File: src/design/cart_defines.svh
`ifndef CART_DEFINES_SVH
`define CART_DEFINES_SVH

////////////////////////////////////////
// load stream widths
////////////////////////////////////////

// byte address of a rom word
`define CART_ADDR_W 25
// one rom word per handshake
`define CART_WORD_W 16

////////////////////////////////////////
// header word addresses
////////////////////////////////////////

// product code spans five words
`define CART_ID_FIRST 25'h182
`define CART_ID_LAST  25'h18A
// first word past the code, lookup happens here
`define CART_ID_DONE  25'h18C
// region letters or hex region code
`define CART_RGN_A    25'h1F0
`define CART_RGN_B    25'h1F2
// header fully received once this word arrives
`define CART_HDR_END  25'h200

// sensor delay for anything that is not a known gun title
`define CART_GUN_DELAY_DEF 8'd44

`endif

File: src/design/load_pkg.sv
`default_nettype none

`include "cart_defines.svh"

package load_pkg;

	////////////////////////////////////////
	// rom word stream from the loader
	////////////////////////////////////////

	// byte address, words land on even addresses
	typedef logic [`CART_ADDR_W-1:0] load_addr_t;

	// byte view of one rom word
	typedef struct packed {
		logic [`CART_WORD_W/2-1:0] hi;
		logic [`CART_WORD_W/2-1:0] lo;
	} load_bytes_t;

	// a load word, taken whole or split into its two bytes
	// region letters read the bytes as they are
	// product code reads them swapped, lo first
	typedef union packed {
		logic [`CART_WORD_W-1:0] word;
		load_bytes_t             bytes;
	} load_word_u;

endpackage

`default_nettype wire

File: src/design/cart_pkg.sv
`default_nettype none

package cart_pkg;

	////////////////////////////////////////
	// console region
	////////////////////////////////////////

	// jp and us run ntsc timing, eu runs pal
	typedef enum logic [1:0] {
		rgn_jp = 2'd0,
		rgn_us = 2'd1,
		rgn_eu = 2'd2
	} region_e;

	// regions the header allows, one bit each
	typedef struct packed {
		logic j;
		logic u;
		logic e;
	} region_flags_t;

	// order in which allowed regions are tried
	typedef enum logic [1:0] {
		us_eu_jp = 2'd0,
		eu_us_jp = 2'd1,
		us_jp_eu = 2'd2,
		jp_us_eu = 2'd3
	} prio_e;

	////////////////////////////////////////
	// per title compatibility
	////////////////////////////////////////

	// at most one flag set per cartridge
	typedef struct packed {
		logic sram;
		logic sram00;
		logic eeprom;
		logic fifo;
		logic noram;
		logic pier;
		logic svp;
		logic fmbusy;
		logic schan;
	} quirk_t;

	// light gun model and sensor offset in pixels
	typedef struct packed {
		logic       gun_type;
		logic [7:0] sensor_delay;
	} gun_t;

endpackage

`default_nettype wire

File: src/design/load_word_if.sv
`default_nettype none
`timescale 1ns/1ns

// accepted load words, fanned out to both scanners
interface load_word_if import load_pkg::*; ();

	// one cycle per accepted word
	logic       word_stb;
	// address and data of that word, held until the next one
	load_addr_t addr;
	load_word_u data;
	// download frame edges, one cycle each
	logic       dl_start;
	logic       dl_end;

	// handshake side
	modport src (
		output word_stb,
		output addr,
		output data,
		output dl_start,
		output dl_end
	);

	// scanner side
	modport dst (
		input word_stb,
		input addr,
		input data,
		input dl_start,
		input dl_end
	);

endinterface

`default_nettype wire

File: src/design/load_port.sv
`default_nettype none
`timescale 1ns/1ns

module load_port import load_pkg::*; (
	input  logic       clk_sys,
	input  logic       rst_n,
	input  logic       load_active,
	input  logic       load_req,
	input  load_addr_t load_addr,
	input  load_word_u load_data,
	output logic       load_ack,
	load_word_if.src   words,
	output load_addr_t rom_size
);

	// last sampled level of the download frame
	logic       active_q;
	// end of the current word, candidate rom size
	load_addr_t next_size;

	assign next_size = words.addr + load_addr_t'(2);

	////////////////////////////////////////
	// four-phase handshake
	////////////////////////////////////////

	always_ff @(posedge clk_sys or negedge rst_n) begin
		if (!rst_n) begin
			load_ack       <= 1'b0;
			words.word_stb <= 1'b0;
		end else begin
			// ack trails req by one cycle, both ways
			load_ack       <= load_req;
			// req high with ack still low is a fresh word
			words.word_stb <= load_req & ~load_ack;
		end
	end

	// word captured on the same edge that raises ack
	always_ff @(posedge clk_sys) begin
		if (load_req && !load_ack) begin
			words.addr <= load_addr;
			words.data <= load_data;
		end
	end

	////////////////////////////////////////
	// download framing
	////////////////////////////////////////

	always_ff @(posedge clk_sys or negedge rst_n) begin
		if (!rst_n) begin
			active_q       <= 1'b0;
			words.dl_start <= 1'b0;
			words.dl_end   <= 1'b0;
		end else begin
			active_q       <= load_active;
			words.dl_start <= load_active & ~active_q;
			words.dl_end   <= ~load_active & active_q;
		end
	end

	// highest accepted word plus one word, restarts with every download
	always_ff @(posedge clk_sys or negedge rst_n) begin
		if (!rst_n) begin
			rom_size <= '0;
		end else if (words.dl_start) begin
			rom_size <= '0;
		end else if (words.word_stb && next_size > rom_size) begin
			rom_size <= next_size;
		end
	end

	// loader keeps req up until it has seen ack
	ack_needs_req: assert property (@(posedge clk_sys) disable iff (!rst_n)
		$rose(load_ack) |-> load_req);

	// loader frames every word inside load_active
	stb_in_frame: assert property (@(posedge clk_sys) disable iff (!rst_n)
		words.word_stb |-> load_active);

endmodule

`default_nettype wire

File: src/design/region_scan.sv
`default_nettype none
`timescale 1ns/1ns

`include "cart_defines.svh"

module region_scan import load_pkg::*, cart_pkg::*; (
	input  logic          clk_sys,
	input  logic          rst_n,
	load_word_if.dst      words,
	output region_flags_t flags
);

	// byte view of the current word
	load_bytes_t   rgn_bytes;
	// hex region code, bit0 jp, bit2 us, bit3 eu
	logic [3:0]    code_val;
	region_flags_t flags_nxt;

	// J, U or E adds its region, any other byte is ignored
	function automatic region_flags_t add_letter(region_flags_t f, logic [7:0] c);
		region_flags_t r;
		r = f;
		case (c)
			"J": r.j = 1'b1;
			"U": r.u = 1'b1;
			"E": r.e = 1'b1;
			default: ;
		endcase
		return r;
	endfunction

	assign rgn_bytes = words.data.bytes;

	always_comb begin
		flags_nxt = flags;
		// digits carry the value in the low nibble, A-F need 7 taken off
		code_val  = rgn_bytes.lo[3:0];
		if (rgn_bytes.lo >= "A" && rgn_bytes.lo <= "F") begin
			code_val = rgn_bytes.lo[3:0] - 4'd7;
		end

		if (words.addr == `CART_RGN_A) begin
			if (rgn_bytes.lo inside {"J", "U", "E"}) begin
				flags_nxt = add_letter(flags_nxt, rgn_bytes.lo);
			end else if ((rgn_bytes.lo >= "0" && rgn_bytes.lo <= "9") ||
				(rgn_bytes.lo >= "A" && rgn_bytes.lo <= "F")) begin
				// hex code bits add to whatever was collected so far
				flags_nxt.j = flags_nxt.j | code_val[0];
				flags_nxt.u = flags_nxt.u | code_val[2];
				flags_nxt.e = flags_nxt.e | code_val[3];
			end
			// high byte may still name a region letter
			flags_nxt = add_letter(flags_nxt, rgn_bytes.hi);
		end

		// second region word, low byte letters only
		if (words.addr == `CART_RGN_B) flags_nxt = add_letter(flags_nxt, rgn_bytes.lo);
	end

	always_ff @(posedge clk_sys or negedge rst_n) begin
		if (!rst_n) begin
			flags <= '0;
		end else if (words.dl_start) begin
			flags <= '0;
		end else if (words.word_stb) begin
			flags <= flags_nxt;
		end
	end

endmodule

`default_nettype wire

File: src/design/cart_id_match.sv
`default_nettype none
`timescale 1ns/1ns

`include "cart_defines.svh"

module cart_id_match import load_pkg::*, cart_pkg::*; (
	input  logic     clk_sys,
	input  logic     rst_n,
	load_word_if.dst words,
	output quirk_t   quirks,
	output gun_t     gun
);

	localparam gun_t GUN_DEFAULT = '{gun_type: 1'b0, sensor_delay: `CART_GUN_DELAY_DEF};

	// 8 ascii characters, first character in the top byte
	logic [63:0] cart_id;
	load_bytes_t id_bytes;
	// middle words carry two characters, low byte first
	logic [15:0] id_swap;
	quirk_t      quirk_nxt;
	gun_t        gun_nxt;

	assign id_bytes = words.data.bytes;
	assign id_swap  = {id_bytes.lo, id_bytes.hi};

	////////////////////////////////////////
	// product code assembly
	////////////////////////////////////////

	always_ff @(posedge clk_sys) begin
		if (words.word_stb) begin
			case (words.addr)
				`CART_ID_FIRST:          cart_id[63:56] <= id_bytes.hi;
				`CART_ID_FIRST + 25'd2:  cart_id[55:40] <= id_swap;
				`CART_ID_FIRST + 25'd4:  cart_id[39:24] <= id_swap;
				`CART_ID_FIRST + 25'd6:  cart_id[23:8]  <= id_swap;
				`CART_ID_LAST:           cart_id[7:0]   <= id_bytes.lo;
				default: ;
			endcase
		end
	end

	////////////////////////////////////////
	// title table
	////////////////////////////////////////

	always_comb begin
		quirk_nxt = '0;
		case (cart_id)
			// battery ram on odd bytes
			"T-081276", "T-81406 ": quirk_nxt.sram = 1'b1;
			" GM 0000": quirk_nxt.sram00 = 1'b1;
			// serial eeprom saves
			"MK-1215 ", "G-4060  ": quirk_nxt.eeprom = 1'b1;
			"T-89016 ": quirk_nxt.fifo = 1'b1;
			// puggsy, fake ram check must fail
			"T-113016": quirk_nxt.noram = 1'b1;
			"T-574023": quirk_nxt.pier = 1'b1;
			// virtua racing dsp cart
			"MK-1229 ", "G-7001  ": quirk_nxt.svp = 1'b1;
			"T-35036 ": quirk_nxt.fmbusy = 1'b1;
			"T-68???-": quirk_nxt.schan = 1'b1;
			default: ;
		endcase

		// gun model and timing offset per title
		gun_nxt = GUN_DEFAULT;
		case (cart_id)
			"MK-1533 ": gun_nxt = '{gun_type: 1'b0, sensor_delay: 8'd100};
			"T-95096-": gun_nxt = '{gun_type: 1'b1, sensor_delay: 8'd52};
			"T-95136-": gun_nxt = '{gun_type: 1'b1, sensor_delay: 8'd30};
			"MK-1658 ": gun_nxt = '{gun_type: 1'b0, sensor_delay: 8'd120};
			"T-081156": gun_nxt = '{gun_type: 1'b0, sensor_delay: 8'd126};
			default: ;
		endcase
	end

	// lookup result taken once the whole code is in
	always_ff @(posedge clk_sys or negedge rst_n) begin
		if (!rst_n) begin
			quirks <= '0;
			gun    <= GUN_DEFAULT;
		end else if (words.dl_start) begin
			quirks <= '0;
			gun    <= GUN_DEFAULT;
		end else if (words.word_stb && words.addr == `CART_ID_DONE) begin
			quirks <= quirk_nxt;
			gun    <= gun_nxt;
		end
	end

	// the console model only supports one quirk at a time
	quirk_single: assert property (@(posedge clk_sys) disable iff (!rst_n)
		$onehot0(quirks));

endmodule

`default_nettype wire

File: src/design/cart_profile.sv
`default_nettype none
`timescale 1ns/1ns

`include "cart_defines.svh"

module cart_profile import cart_pkg::*; (
	input  logic          clk_sys,
	input  logic          rst_n,
	load_word_if.dst      words,
	input  region_flags_t flags,
	input  quirk_t        quirks_in,
	input  gun_t          gun_in,
	input  prio_e         rgn_priority,
	output region_e       region,
	output logic          pal,
	output quirk_t        quirks,
	output gun_t          gun,
	output logic          profile_valid
);

	// header end word arrived in this download
	logic    hdr_seen;
	region_e rgn_nxt;

	// first allowed region in priority order, us when the header allows none
	function automatic region_e pick_region(region_flags_t f, prio_e p);
		region_e r;
		r = rgn_us;
		case (p)
			us_eu_jp: begin
				if (f.u) r = rgn_us;
				else if (f.e) r = rgn_eu;
				else if (f.j) r = rgn_jp;
			end
			eu_us_jp: begin
				if (f.e) r = rgn_eu;
				else if (f.u) r = rgn_us;
				else if (f.j) r = rgn_jp;
			end
			us_jp_eu: begin
				if (f.u) r = rgn_us;
				else if (f.j) r = rgn_jp;
				else if (f.e) r = rgn_eu;
			end
			jp_us_eu: begin
				if (f.j) r = rgn_jp;
				else if (f.u) r = rgn_us;
				else if (f.e) r = rgn_eu;
			end
		endcase
		return r;
	endfunction

	assign rgn_nxt = pick_region(flags, rgn_priority);

	always_ff @(posedge clk_sys or negedge rst_n) begin
		if (!rst_n) begin
			hdr_seen      <= 1'b0;
			region        <= rgn_us;
			pal           <= 1'b0;
			quirks        <= '0;
			gun           <= '{gun_type: 1'b0, sensor_delay: `CART_GUN_DELAY_DEF};
			profile_valid <= 1'b0;
		end else begin
			if (words.dl_start) begin
				hdr_seen      <= 1'b0;
				profile_valid <= 1'b0;
			end else if (words.word_stb && words.addr == `CART_HDR_END) begin
				hdr_seen <= 1'b1;
			end
			// a cut off download keeps the previous profile and stays invalid
			if (words.dl_end && hdr_seen) begin
				region        <= rgn_nxt;
				pal           <= (rgn_nxt == rgn_eu);
				quirks        <= quirks_in;
				gun           <= gun_in;
				profile_valid <= 1'b1;
			end
		end
	end

	// valid drops before the first word of a new download lands
	valid_idle: assert property (@(posedge clk_sys) disable iff (!rst_n)
		words.word_stb |-> !profile_valid);

endmodule

`default_nettype wire

File: src/design/cart_scan_top.sv
`default_nettype none
`timescale 1ns/1ns

module cart_scan_top import load_pkg::*, cart_pkg::*; (
	input  logic       clk_sys,
	input  logic       rst_n,
	// loader side
	input  logic       load_active,
	input  logic       load_req,
	input  load_addr_t load_addr,
	input  load_word_u load_data,
	input  prio_e      rgn_priority,
	output logic       load_ack,
	// cartridge profile
	output load_addr_t rom_size,
	output region_e    region,
	output logic       pal,
	output quirk_t     quirks,
	output gun_t       gun,
	output logic       profile_valid
);

	// scanner results into the profile block
	region_flags_t rgn_flags;
	quirk_t        id_quirks;
	gun_t          id_gun;

	load_word_if words ();

	////////////////////////////////////////
	// handshake and framing
	////////////////////////////////////////

	load_port load_port_i (
		.clk_sys     (clk_sys),
		.rst_n       (rst_n),
		.load_active (load_active),
		.load_req    (load_req),
		.load_addr   (load_addr),
		.load_data   (load_data),
		.load_ack    (load_ack),
		.words       (words.src),
		.rom_size    (rom_size)
	);

	////////////////////////////////////////
	// header scanners
	////////////////////////////////////////

	region_scan region_scan_i (
		.clk_sys (clk_sys),
		.rst_n   (rst_n),
		.words   (words.dst),
		.flags   (rgn_flags)
	);

	cart_id_match cart_id_match_i (
		.clk_sys (clk_sys),
		.rst_n   (rst_n),
		.words   (words.dst),
		.quirks  (id_quirks),
		.gun     (id_gun)
	);

	// region resolve and end of download latch
	cart_profile cart_profile_i (
		.clk_sys       (clk_sys),
		.rst_n         (rst_n),
		.words         (words.dst),
		.flags         (rgn_flags),
		.quirks_in     (id_quirks),
		.gun_in        (id_gun),
		.rgn_priority  (rgn_priority),
		.region        (region),
		.pal           (pal),
		.quirks        (quirks),
		.gun           (gun),
		.profile_valid (profile_valid)
	);

endmodule

`default_nettype wire

File: config.mk
export PLATFORM = sky130hd
export DESIGN_NAME = cart_scan_top
export DESIGN_NICKNAME = d
export VERILOG_FILES = /design/src/design/load_pkg.sv /design/src/design/cart_pkg.sv /design/src/design/load_word_if.sv /design/src/design/load_port.sv /design/src/design/region_scan.sv /design/src/design/cart_id_match.sv /design/src/design/cart_profile.sv /design/src/design/cart_scan_top.sv
export VERILOG_INCLUDE_DIRS = /design/src /design/src/design
export SDC_FILE = /design/constraint.sdc
export NUM_CORES = 1
export LEC_CHECK = 0
export BUFFER_PORTS_ARGS = -buffer_cell sky130_fd_sc_hd__buf_2
export CORE_MARGIN = 2
export CORE_UTILIZATION = 59
export CTS_CLUSTER_DIAMETER = 200
export DETAILED_ROUTE_END_ITERATION = 7
export HOLD_SLACK_MARGIN = 0.08
export PLACE_DENSITY_LB_ADDON = 0.1
export SLEW_MARGIN = 20
export SYNTH_ARGS = -nofsm -noshare
export SYNTH_HDL_FRONTEND = slang
export SYNTH_SLANG_ARGS = --single-unit
File: constraint.sdc
create_clock -name clk_sys -period 8.45 [get_ports clk_sys]
set_input_delay 1.2675 -clock clk_sys [delete_from_list [all_inputs] [get_ports clk_sys]]
set_output_delay 1.2675 -clock clk_sys [all_outputs]
set_load 0.005 [all_outputs]
# ---- Yosys cells after proc, flatten, opt, wreduce, memory -nomap -nowiden
# Cells that the tools add are included.
dict set report totals {
  reg_bits 179
  input_bits 47
  output_inout_bits 48
  elab_cells 165
}
dict set report classes {
  addsub 2
  order_cmp 5
  n_eq_ne 36
  mux 47
  bitwise 9
  n_reduce_logical 24
}
# operator n
set ops {}
lappend ops {{64-bit by 63-bit == test with 1-bit output (second input constant)} 16}
lappend ops {{25-bit by 9-bit == test with 1-bit output (second input constant)} 8}
lappend ops {{64-bit by 62-bit == test with 1-bit output (second input constant)} 1}
lappend ops {{25-bit 2-to-1 mux} 2}
lappend ops {{8-bit by 7-bit == test with 1-bit output (second input constant)} 6}
lappend ops {{9-bit one-hot mux with 5 select lines} 1}
lappend ops {{9-bit 2-to-1 mux} 4}
lappend ops {{25-bit by 2-bit adder with 25-bit output (second input constant)} 1}
lappend ops {{25-bit by 10-bit == test with 1-bit output (second input constant)} 1}
lappend ops {{25-bit > comparator} 1}
lappend ops {{1-bit 2-to-1 mux} 23}
lappend ops {{2-bit 2-to-1 mux} 9}
lappend ops {{3-bit 2-to-1 mux} 6}
lappend ops {{2-bit AND reduction} 5}
lappend ops {{2-bit nonzero test} 5}
lappend ops {{8-bit by 6-bit greater-or-equal comparator with 1-bit output (second input constant)} 1}
lappend ops {{8-bit by 7-bit greater-or-equal comparator with 1-bit output (second input constant)} 1}
lappend ops {{8-bit by 6-bit less-or-equal comparator with 1-bit output (second input constant)} 1}
lappend ops {{8-bit by 7-bit less-or-equal comparator with 1-bit output (second input constant)} 1}
lappend ops {{2-bit one-hot mux with 4 select lines} 1}
lappend ops {{1-bit logical AND} 7}
lappend ops {{2-bit == test (second input constant)} 3}
lappend ops {{2-bit OR reduction} 3}
lappend ops {{4-bit 2-to-1 mux} 1}
lappend ops {{other kinds (9)} 15}

# ---- Depth between registers and ports, before layout
# Gate-level depths: netlist of run 1.
dict set report depth {
  ltp_word 12
  ltp_mapped 15
  ltp_nobuf 12
}

# ---- By module
# A second synthesis of run 1 with hierarchy kept.
dict set report hier_totals {
  cells_unflattened 723
  hier_area_um2 8936.1
}
# module instances cells_per_inst area_per_inst_um2 seq_area_each_um2
set modules_own_cells {}
lappend modules_own_cells {cart_id_match 1 292 3741.1 2326.0}
lappend modules_own_cells {load_port 1 306 3704.8 1981.9}
lappend modules_own_cells {cart_profile 1 67 1014.7 580.6}
lappend modules_own_cells {region_scan 1 58 475.5 75.1}

# ---- Worst setup path before layout of run 1
# Ideal clock, no wire load.
dict set report synth_timing {
  path_type {input port to flip-flop}
  from {input port load_req}
  to {register load_port_i.words.addr[0] (enable)}
  setup_ps 446
  t_arrival_ps 3125
  required_ps 8004
  path_slack_ps 4880
  stages 1
  path_cell_list {nor2b_1}
}
dict set report synth_between {
  elab_chain_cells 1
}
# element line_no
set synth_lines {}
lappend synth_lines {{start, declared} cart_scan_top.sv:9} ;# input logic load_req,
lappend synth_lines {{1-bit logical AND} load_port.sv:41} ;# if (load_req && !load_ack) begin
lappend synth_lines {{end signal, assigned} load_port.sv:42} ;# words.addr <= load_addr;
lappend synth_lines {{end, declared} load_word_if.sv:19} ;# output addr,
# Every way passes these cells.
# A chain may end at the register's enable or synchronous reset.

# ---- Final worst setup path of run 1
dict set report layout_timing {
  from {register load_port_i.words.addr[1]}
  to {register load_port_i.rom_size[1]}
}
dict set report layout_between {
  elab_chain_cells 4
  elab_cells_between_ends 6
  cone_classes {1 x add/sub; 1 x order compare; 2 x mux; 2 x reduce/logical}
}
# element line_no
set layout_lines {}
lappend layout_lines {{25-bit by 2-bit adder with 25-bit output *} load_port.sv:21} ;# assign next_size = words.addr + load_addr_t'(2);
lappend layout_lines {{25-bit > comparator} load_port.sv:69} ;# end else if (words.word_stb && next_size > rom_size) begin
lappend layout_lines {{1-bit logical AND} load_port.sv:69}
lappend layout_lines {{2-bit nonzero test (no source line)} n/a}
lappend layout_lines {{end signal, assigned} load_port.sv:70} ;# rom_size <= next_size;
lappend layout_lines {{end, declared} load_port.sv:13} ;# output load_addr_t rom_size
# Mark *: on every way between the ends. The rest lies on a longest branch, timed or not. The select of a mux whose other input is x is not followed.

==> flow_summary.toml, run 1 <==
[grt]
grt-ovfl-total = 0
grt_pass1_wl_mm = 31.3
grt_max_degree = 74
first_global_vias = 5954
use_met1 = 0.402
track_usage = 0.278
antenna_found_initial = 0
top_usage_layer = "met2"
use_met2 = 0.418
use_met3 = 0.0627

[placement]
gp_congestion = 0.982
dpl.hpwl_mm = 14.6
io_buffers = 92

[timing]
max_freq_mhz = 248
rsz0062_at_grt = "no"
worstMarginPinSlew_ps = 897
relSlewSlack = 0.402
final.min_clock_period_ps = 4030
setup_tns_ps = 0
min_period_over_period = 0.477
report.final.slew_viol_count = 0
fin_skew_ps = 12.2
finalSetupViolCount = 0
final_hold_viol_count = 0

[worst_setup_path]
worstPathArrival_ps = 4350
path_class = "reg2reg"
crit_fanout = 25
required_ps = 8770
reg2reg_slack_ps = 4420
critPathCaptureType = "register"
r2r-end = "load_port_i.rom_size[1]$_DFFE_PN0P_"
crit_path_frequent_cell = "ha_1"
startpoint_type = "register"
worstReg2RegStart = "load_port_i.words.addr[1]$_DFFE_PP_"
critical-path-slowest-cell = "edfxtp_1"
reg2reg_depth = 13
cp_cell_sequence = "ha_1, nand4_1, or2_2, nor4_1, xor2_1, ha_1, a21oi_1, nand2_1, a221oi_1, o311ai_0, o211a_1, buf_4, mux2_2"
slowest_delay_ps = 530

[routing]
wirelength_mm = 20.0
viasPerCell = 6.14
avgRoutedWirePerCell_um = 19.9
drc_errors = 0
drtIter0Drc = 777
first_pass_iters = 6
vias = 6142
ant_nets = 0

[synth]
yosys-top-cells-area = "edfxtp_1 (37%), dfrtp_1 (19%), nand2b_1 (4.1%)"
synthFlopType = "edfxtp_1"
ys_warn_count = 0
synth_top_cell_area_share = 0.371
synth_seq_cells = 175
yosys.area.top_type = "edfxtp_1"
synth_cells = 709
synthArstFlopShare = 0.400
synth_edf_count = 105
yosysSeqAreaShare = 0.579
yosysUniqueCellTypes = 66
synth_area_per_cell_um2 = 12.0
netlist_area_um2 = 8490

[clock_network]
cts_root_buffer = "clkbuf_16"
cts_setup_buffers = 0
cts_hold_buffers = 0
cts_resized = 0
cts_buffers = 17
clockBufferDepth = 2
clk-insertion-delay-late_ps = 440
cts_htree_levels = 4
cts_tree = "built"
cts.sinks = 175
clk_pin_slew_ps = 70

[cells_and_area]
final_cell_mix = "edfxtp_1 (105), buf_2 (92), dfrtp_1 (63)"
antenna_cells = 0
nNetsFinal = 881
syn2layout_area_growth_pct = 14.9
final_common_cell = "edfxtp_1"
drive_gt1_frac = 0.208

[pwr]
total_power_mw = 1.89
power.leakage_nw = 3.83
powerDensity_nw_per_um2 = 194
irDropWorstVdd_uv = 187

[floorplanning]
initial_core_util = 0.607
ios = 95
die_area_um2 = 15400
die_w_um = 124
core_area_um2 = 14000
fp.dieH_um = 124
rows = 43

[status]
status = "finished, final reports clean"

[hold_path]
min_from = "load_port_i.active_q$_DFF_PN0_"
hold_class = "reg2reg"
hold_end = "load_port_i.words.dl_start$_DFF_PN0_"
whs_path_depth = 1

[job]
drv_cap = 0
==> state kept, by name (all words and copies together), names as in the netlist, 2 cells and up <==
name / count
cart_profile_i.quirks: 9
load_port_i.rom_size: 25
cart_id_match_i.cart_id: 64
cart_profile_i.region: 2
cart_profile_i.gun: 7
load_port_i.words.data: 16
load_port_i.words.addr: 25
region_scan_i.flags: 3
cart_id_match_i.gun: 7
cart_id_match_i.quirks: 9
==> routing by layer <==
metal	up-vias	share of wire
met5	-	0
met4	0	0.018
met3	37	0.074
met2	302	0.46
met1	2963	0.45
li1	2840	-
==> kinds of logic (layout without fill, tap and decap cells) <==
group	after synthesis	in the layout	share of synthesized area
flops	175	175	0.579
buf+inv	59	170	0.0279
fa+ha+maj	26	26	0.0383
compound gates	67	67	0.0553
mux	43	43	0.0531
xor+xnor	21	21	0.0217
simple gates	317	317	0.225
other cells	1	2	0.000442
==> where the power goes <==
group	switching (mW)	internal [mW]	total, mW
logic	0.0885	0.0737	0.162
clock network	0.369	0.394	0.762
registers	0.0298	0.936	0.966
total	0.487	1.40	1.89
==> cells in the mapped netlist (7+ instances only) <==
library cell / number
nor3b_1: 9
nand2_1: 38
a21oi_1: 16
mux2i_1: 27
xor2_1: 11
nor3_1: 19
and3_1: 8
dfrtp_1: 63
nand3b_1: 8
dfstp_2: 7
xnor2_1: 10
nor2_1: 42
inv_1: 37
nand4b_1: 7
or3_1: 11
nand2b_1: 56
ha_1: 26
nor4_1: 19
mux2_2: 16
edfxtp_1: 105
nand4_1: 19
nor4bb_1: 8
clkbuf_1: 14
nor4b_1: 8
o21ai_0: 10
nand3_1: 26
nor2b_1: 8
==> stage by stage <==
stage	hold WS (ps)	cells	util	cell area [µm²]	setup slack, ps
after detailed placement	412	968	0.654	9160	4440
after floorplan	395	710	-	8490	4880
after global routing	439	1001	0.697	9760	4060
after global placement	403	968	0.654	9160	4560
after CTS	428	1000	0.695	9730	4410
final	430	1001	0.697	9760	4420
==> worst max-delay path by stage <==
stage,startpoint,cells past startpoint,slack [ps],endpoint
after global placement,load_port_i.words.addr[1]$_DFFE_PP_,13,4560,load_port_i.rom_size[1]$_DFFE_PN0P_
after floorplan,load_req,1,4880,load_port_i.words.addr[0]$_DFFE_PP_
final,load_port_i.words.addr[1]$_DFFE_PP_,13,4420,load_port_i.rom_size[1]$_DFFE_PN0P_
after CTS,load_port_i.words.addr[1]$_DFFE_PP_,13,4410,load_port_i.rom_size[1]$_DFFE_PN0P_
after global routing,load_port_i.words.addr[1]$_DFFE_PP_,13,4060,load_port_i.rom_size[1]$_DFFE_PN0P_
after detailed placement,load_port_i.words.addr[1]$_DFFE_PP_,13,4440,load_port_i.rom_size[1]$_DFFE_PN0P_
==> critical path: cells and delay by family, from the launching register on <==
family,cells,cell delay (ps)
adder cells (fa/ha/maj),2,580
AND/OR/NAND/NOR,4,920
flip-flops,1,530
multiplexers,1,320
AO/OA/AOI/OAI,4,1050
XOR/XNOR,1,230
buffers and inverters,1,270
==> layout make-up <==
type                    instances  area (µm²)
clock buffers                  18         429
clock inverters                14         144
fillers                      1004        4230
inverters                      37         139
multi-input cells             476        3360
flip-flops and latches        175        4910
well taps                     180         225
repair buffers                101         548
(Power assumes the default switching activity.)
==> run 2: changes to the inputs <==
clock period = 3.88 ns   (was 8.45 ns; I/O delays follow)
==> run 2 against run 1 <==
  * Critical path depth increased by 1
  * Global-route usage is 0.060 points lower
  * Sequential power up 120%
  * Utilization is 0.88 points higher
  * Hold slack worse by 170 ps
  * Via count increased by 0.16%
==> flow_summary.toml, run 2 (synthesis results as in run 1) <==
[pwr]
clkPwrFrac = 0.421
pwr-share-seq = 0.495
combPwrFrac = 0.084
total_power_mw = 4.25
intPower_mw = 3.15
irDropWorstVdd_uv = 364
power.leakage_nw = 3.88
switchingPower_mw = 1.10
sw_frac_of_total = 0.259
powerDensity_nw_per_um2 = 430

[floorplanning]
core_area_um2 = 14000
fp.dieH_um = 124
initial_core_util = 0.607
die_w_um = 124
ios = 95
rows = 43
die_area_um2 = 15400

[timing]
max_freq_mhz = 278
final.min_clock_period_ps = 3600
finalSetupViolCount = 0
final_hold_viol_count = 0
min_period_over_period = 0.928
fin_skew_ps = 12.8
setup_tns_ps = 0
relSlewSlack = 0.430
worstMarginPinSlew_ps = 855
fin_hold_ws_ps = 259
report.final.slew_viol_count = 0

[clock_network]
clk-insertion-delay-late_ps = 440
cts_root_buffer = "clkbuf_16"
cts_tree = "built"
cts_resized = 0
cts_htree_levels = 4
clockBufferDepth = 2
clk_pin_slew_ps = 70
cts_setup_buffers = 0
cts_buffers = 17
cts.sinks = 175
cts_hold_buffers = 0

[cells_and_area]
largestRegisters = "cart_id_match_i.cart_id x64, load_port_i.rom_size x25, load_port_i.words.addr x25"
antenna_cells = 0
fin_cells = 1005
finalInstanceArea_um2 = 9880
syn2layout_area_growth_pct = 16.4
final_cell_mix = "edfxtp_1 (105), buf_2 (92), dfrtp_1 (63)"
drive_gt1_frac = 0.219
num-fill-cells = 983
final_common_cell = "edfxtp_1"
nNetsFinal = 885
largest_reg_flops = 64
regMostFlops = "cart_id_match_i.cart_id"

[routing]
avgRoutedWirePerCell_um = 20.3
vias = 6152
viasPerCell = 6.12
ant_nets = 0
drtIter0Drc = 528
first_pass_iters = 5
wirelength_mm = 20.4
drc_errors = 0

[placement]
dpl.hpwl_mm = 14.9
gp_congestion = 0.934
io_buffers = 92
dpl-instance-area_um2 = 9190
placed_cells = 972

[worst_setup_path]
worstPathArrival_ps = 3910
crit_start = "load_port_i.words.addr[2]$_DFFE_PP_"
startpoint_type = "register"
crit_fanout = 15
required_ps = 4190
path_class = "reg2reg"
critPathCaptureType = "register"
worstReg2RegStart = "load_port_i.words.addr[2]$_DFFE_PP_"

[grt]
track_usage = 0.277
grt-ovfl-total = 0
antenna_found_initial = 0
grt_max_degree = 58
grt_pass1_wl_mm = 31.4
first_global_vias = 5970

[hold_path]
hold_class = "in2async"

[job]
drv_cap = 0

[status]
status = "finished, final reports clean"
[run 2: cell types whose count changed in the layout (fill, tap and decap cells not counted), sizes merged]
cell / before / now
clkbuf: 18 / 17
bufinv: 0 / 1
inv: 45 / 44
clkinv: 5 / 7
buf: 101 / 105
clkinvlp: 1 / 0
[run 2: final cells by class]
cell class | instances | area, µm² | share of cell area
Clock buffer | 17 | 425 | 0.0431
Sequential cell | 175 | 4910 | 0.497
Multi-Input combinational cell | 476 | 3390 | 0.343
Clock inverter | 15 | 210 | 0.0213
Timing Repair Buffer | 105 | 578 | 0.0585
Inverter | 37 | 139 | 0.0141
Tap cell | 180 | 225 | 0.0228
[run 2: layer usage]
layer,up-vias,track usage,share of wire
li1,2847,-,-
met1,3010,0.386,0.44
met2,253,0.431,0.46
met3,42,0.0577,0.069
met4,0,0.108,0.024
met5,-,0,0
[run 2: path summary, 6_finish.rpt]
path | to | slack, ps | cells after the start
max | load_port_i.rom_size[21]$_DFFE_PN0P_ | 280 | 14
min | load_port_i.rom_size[0]$_DFFE_PN0P_ | 260 | 1
max reg2reg | load_port_i.rom_size[21]$_DFFE_PN0P_ | 280 | 14
min reg2reg | load_port_i.words.dl_start$_DFF_PN0_ | 440 | 1
max in group asynchronous | cart_id_match_i.gun[5]$_DFFE_PN1P_ | 2640 | 2
min in group clk_sys | load_port_i.load_ack$_DFF_PN0_ | 270 | 1
[run 2: critical path, stage by stage, from the launching register on]
cell	delay, ps
edfxtp_1	490
ha_4	200
nand4_1	110
or2_2	380
nor4_2	290
xor2_1	230
ha_1	290
a21oi_1	150
nand2_1	80
a221oi_1	280
buf_4	180
o311ai_0	120
o211a_1	270
buf_4	230
mux2i_1	160
[run 2: per-stage QoR]
stage | setup slack (ps) | util
after floorplan | 386 | -
after global placement | 341 | 0.657
after detailed placement | 239 | 0.657
after CTS | 210 | 0.702
after global routing | -16.8 | 0.706
final | 281 | 0.706
[run 2: power by group through the flow]
stage	sequential [mW]	combinational (mW)	clock, mW
2_1_floorplan	2.13	0.206	0
3_3_place_gp	2.14	0.333	0
3_5_place_dp	2.14	0.349	0
4_1_cts	2.10	0.353	1.81
5_1_grt	2.11	0.401	1.87
6_report	2.10	0.356	1.79
==> run 3: changes to the inputs <==
CORE_ASPECT_RATIO = 0.8   (was default)
==> run 3 against run 2 <==
  * Critical endpoint is now load_port_i.rom_size[24]$_DFFE_PN0P_
  * Largest power group unchanged
  * Highest routed layer is now met5
  * Setup slack worse by 130 ps
  * Via count decreased by 0.18%
  * Final cell count increased by 0.90%
  * Critical path type unchanged
==> flow_summary.toml, run 3 (synthesis results as in run 1) <==
[hold_path]
hold_class = "in2async"

[worst_setup_path]
startpoint_type = "register"
cp_num_cells = 13
crit_start = "load_port_i.words.addr[2]$_DFFE_PP_"
reg2reg_slack_ps = 150
critical-path-slowest-cell = "edfxtp_1"
crit_family = "compound AO/OA/AOI/OAI gates"
r2r-end = "load_port_i.rom_size[24]$_DFFE_PN0P_"
cp_cell_sequence = "ha_2, nand4_1, or2_2, nor4_4, xor2_1, ha_1, a21oi_1, nand2_1, a221oi_2, o311ai_0, o211a_2, buf_12, mux2i_1"
crit_fanout = 14
critPathBufInv = 1
critPathCaptureType = "register"
worstPathArrival_ps = 4090
slowest_delay_ps = 410
path_class = "reg2reg"
reg2reg_depth = 13
required_ps = 4240
worstReg2RegStart = "load_port_i.words.addr[2]$_DFFE_PP_"

[clock_network]
cts_tree = "built"
cts_hold_buffers = 0
cts_root_buffer = "clkbuf_16"
cts_htree_levels = 4
cts.sinks = 175
clk_pin_slew_ps = 70
clk-insertion-delay-late_ps = 440
cts_buffers = 17
clockBufferDepth = 2

[pwr]
combPwrFrac = 0.089
power.leakage_nw = 3.88
powerDensity_nw_per_um2 = 417
intPower_mw = 3.06
sw_frac_of_total = 0.256
irDropWorstVdd_uv = 382
clkPwrFrac = 0.400
pwr-share-seq = 0.511
switchingPower_mw = 1.05

[cells_and_area]
drive_gt1_frac = 0.225
largestRegisters = "cart_id_match_i.cart_id x64, load_port_i.rom_size x25, load_port_i.words.addr x25"
final_common_cell = "edfxtp_1"
fin_util = 0.697
nNetsFinal = 890
largest_reg_flops = 64
antenna_cells = 0
final_cell_mix = "edfxtp_1 (105), buf_2 (92), dfrtp_1 (63)"
syn2layout_area_growth_pct = 16.2
finalInstanceArea_um2 = 9860
regMostFlops = "cart_id_match_i.cart_id"

[routing]
first_pass_iters = 5
ant_nets = 0
drc_errors = 0
vias = 6141
drtIter0Drc = 584
avgRoutedWirePerCell_um = 20.0
viasPerCell = 6.06
wirelength_mm = 20.2

[floorplanning]
rows = 39
die_area_um2 = 15400
initial_core_util = 0.600
ios = 95
die_w_um = 138
core_area_um2 = 14200
fp.dieH_um = 111

[grt]
grt_max_degree = 73
grt-ovfl-total = 0
grt_pass1_wl_mm = 32.0
antenna_found_initial = 1
track_usage = 0.270
first_global_vias = 5933

[status]
status = "finished, final reports clean"

[timing]
max_freq_mhz = 268
relSlewSlack = 0.423
worstMarginPinSlew_ps = 854
final_hold_viol_count = 0
report.final.slew_viol_count = 0
fin_skew_ps = 8.30
final.min_clock_period_ps = 3730
finalSetupViolCount = 0
min_period_over_period = 0.962

[placement]
dpl.hpwl_mm = 14.8
io_buffers = 92
dpl-instance-area_um2 = 9210
gp_congestion = 1.00

[job]
drv_cap = 0
[run 3: changes by cell type in the layout (fill, tap and decap cells not counted), moves of 2 or more]
cell	change
buf_4	+4
clkinv_4	+2
clkinv_8	-5
buf_12	+2
[run 3: routing by layer]
layer | routed length [µm] | up-vias | global-route usage
li1 | - | 2858 | -
met1 | 9450 | 3004 | 0.404
met2 | 8970 | 249 | 0.395
met3 | 1500 | 28 | 0.0674
met4 | 292 | 2 | 0.0769
met5 | 13 | - | 0
[run 3: worst max-delay path by stage]
stage | slack, ps | endpoint
6_report | 150 | load_port_i.rom_size[24]$_DFFE_PN0P_
5_1_grt | -50 | load_port_i.rom_size[24]$_DFFE_PN0P_
4_1_cts | 80 | load_port_i.rom_size[24]$_DFFE_PN0P_
3_5_place_dp | -90 | load_port_i.rom_size[24]$_DFFE_PN0P_
3_3_place_gp | 170 | load_port_i.rom_size[4]$_DFFE_PN0P_
2_1_floorplan | 390 | load_port_i.rom_size[10]$_DFFE_PN0P_
[run 3: final cells by class]
class,instances,area [µm²]
Sequential cell,175,4910
Fill cell,1037,4290
Clock buffer,17,425
Timing Repair Buffer,110,621
Multi-Input combinational cell,476,3390
Clock inverter,15,144
Inverter,37,139
Tap cell,184,230
[run 3: through the flow]
stage / TNS (ps) / total power [mW] / hold slack [ps] / worst slack (ps) / std cells
CTS: 0 / 4.12 / 167 / 81.1 / 1009
finish: 0 / 4.12 / 159 / 146 / 1014
global route: -409 / 4.26 / 203 / -53.0 / 1014
detailed placement: -1520 / 2.49 / 424 / -89.2 / 977
floorplan: 0 / 2.33 / 286 / 386 / 710
global placement: 0 / 2.47 / 411 / 168 / 977
[run 3: power groups by stage]
stage / registers [mW] / clock network, mW / logic, mW
CTS: 2.10 / 1.66 / 0.360
global placement: 2.14 / 0 / 0.337
detailed placement: 2.14 / 0 / 0.354
global route: 2.11 / 1.74 / 0.411
finish: 2.10 / 1.65 / 0.368
floorplan: 2.13 / 0 / 0.206
[run 3: what timing repair did]
action	in CTS	in global routing
pin swaps	0	1
gates resized for setup	2	5
setup endpoints to repair	21	21
setup buffers	0	4
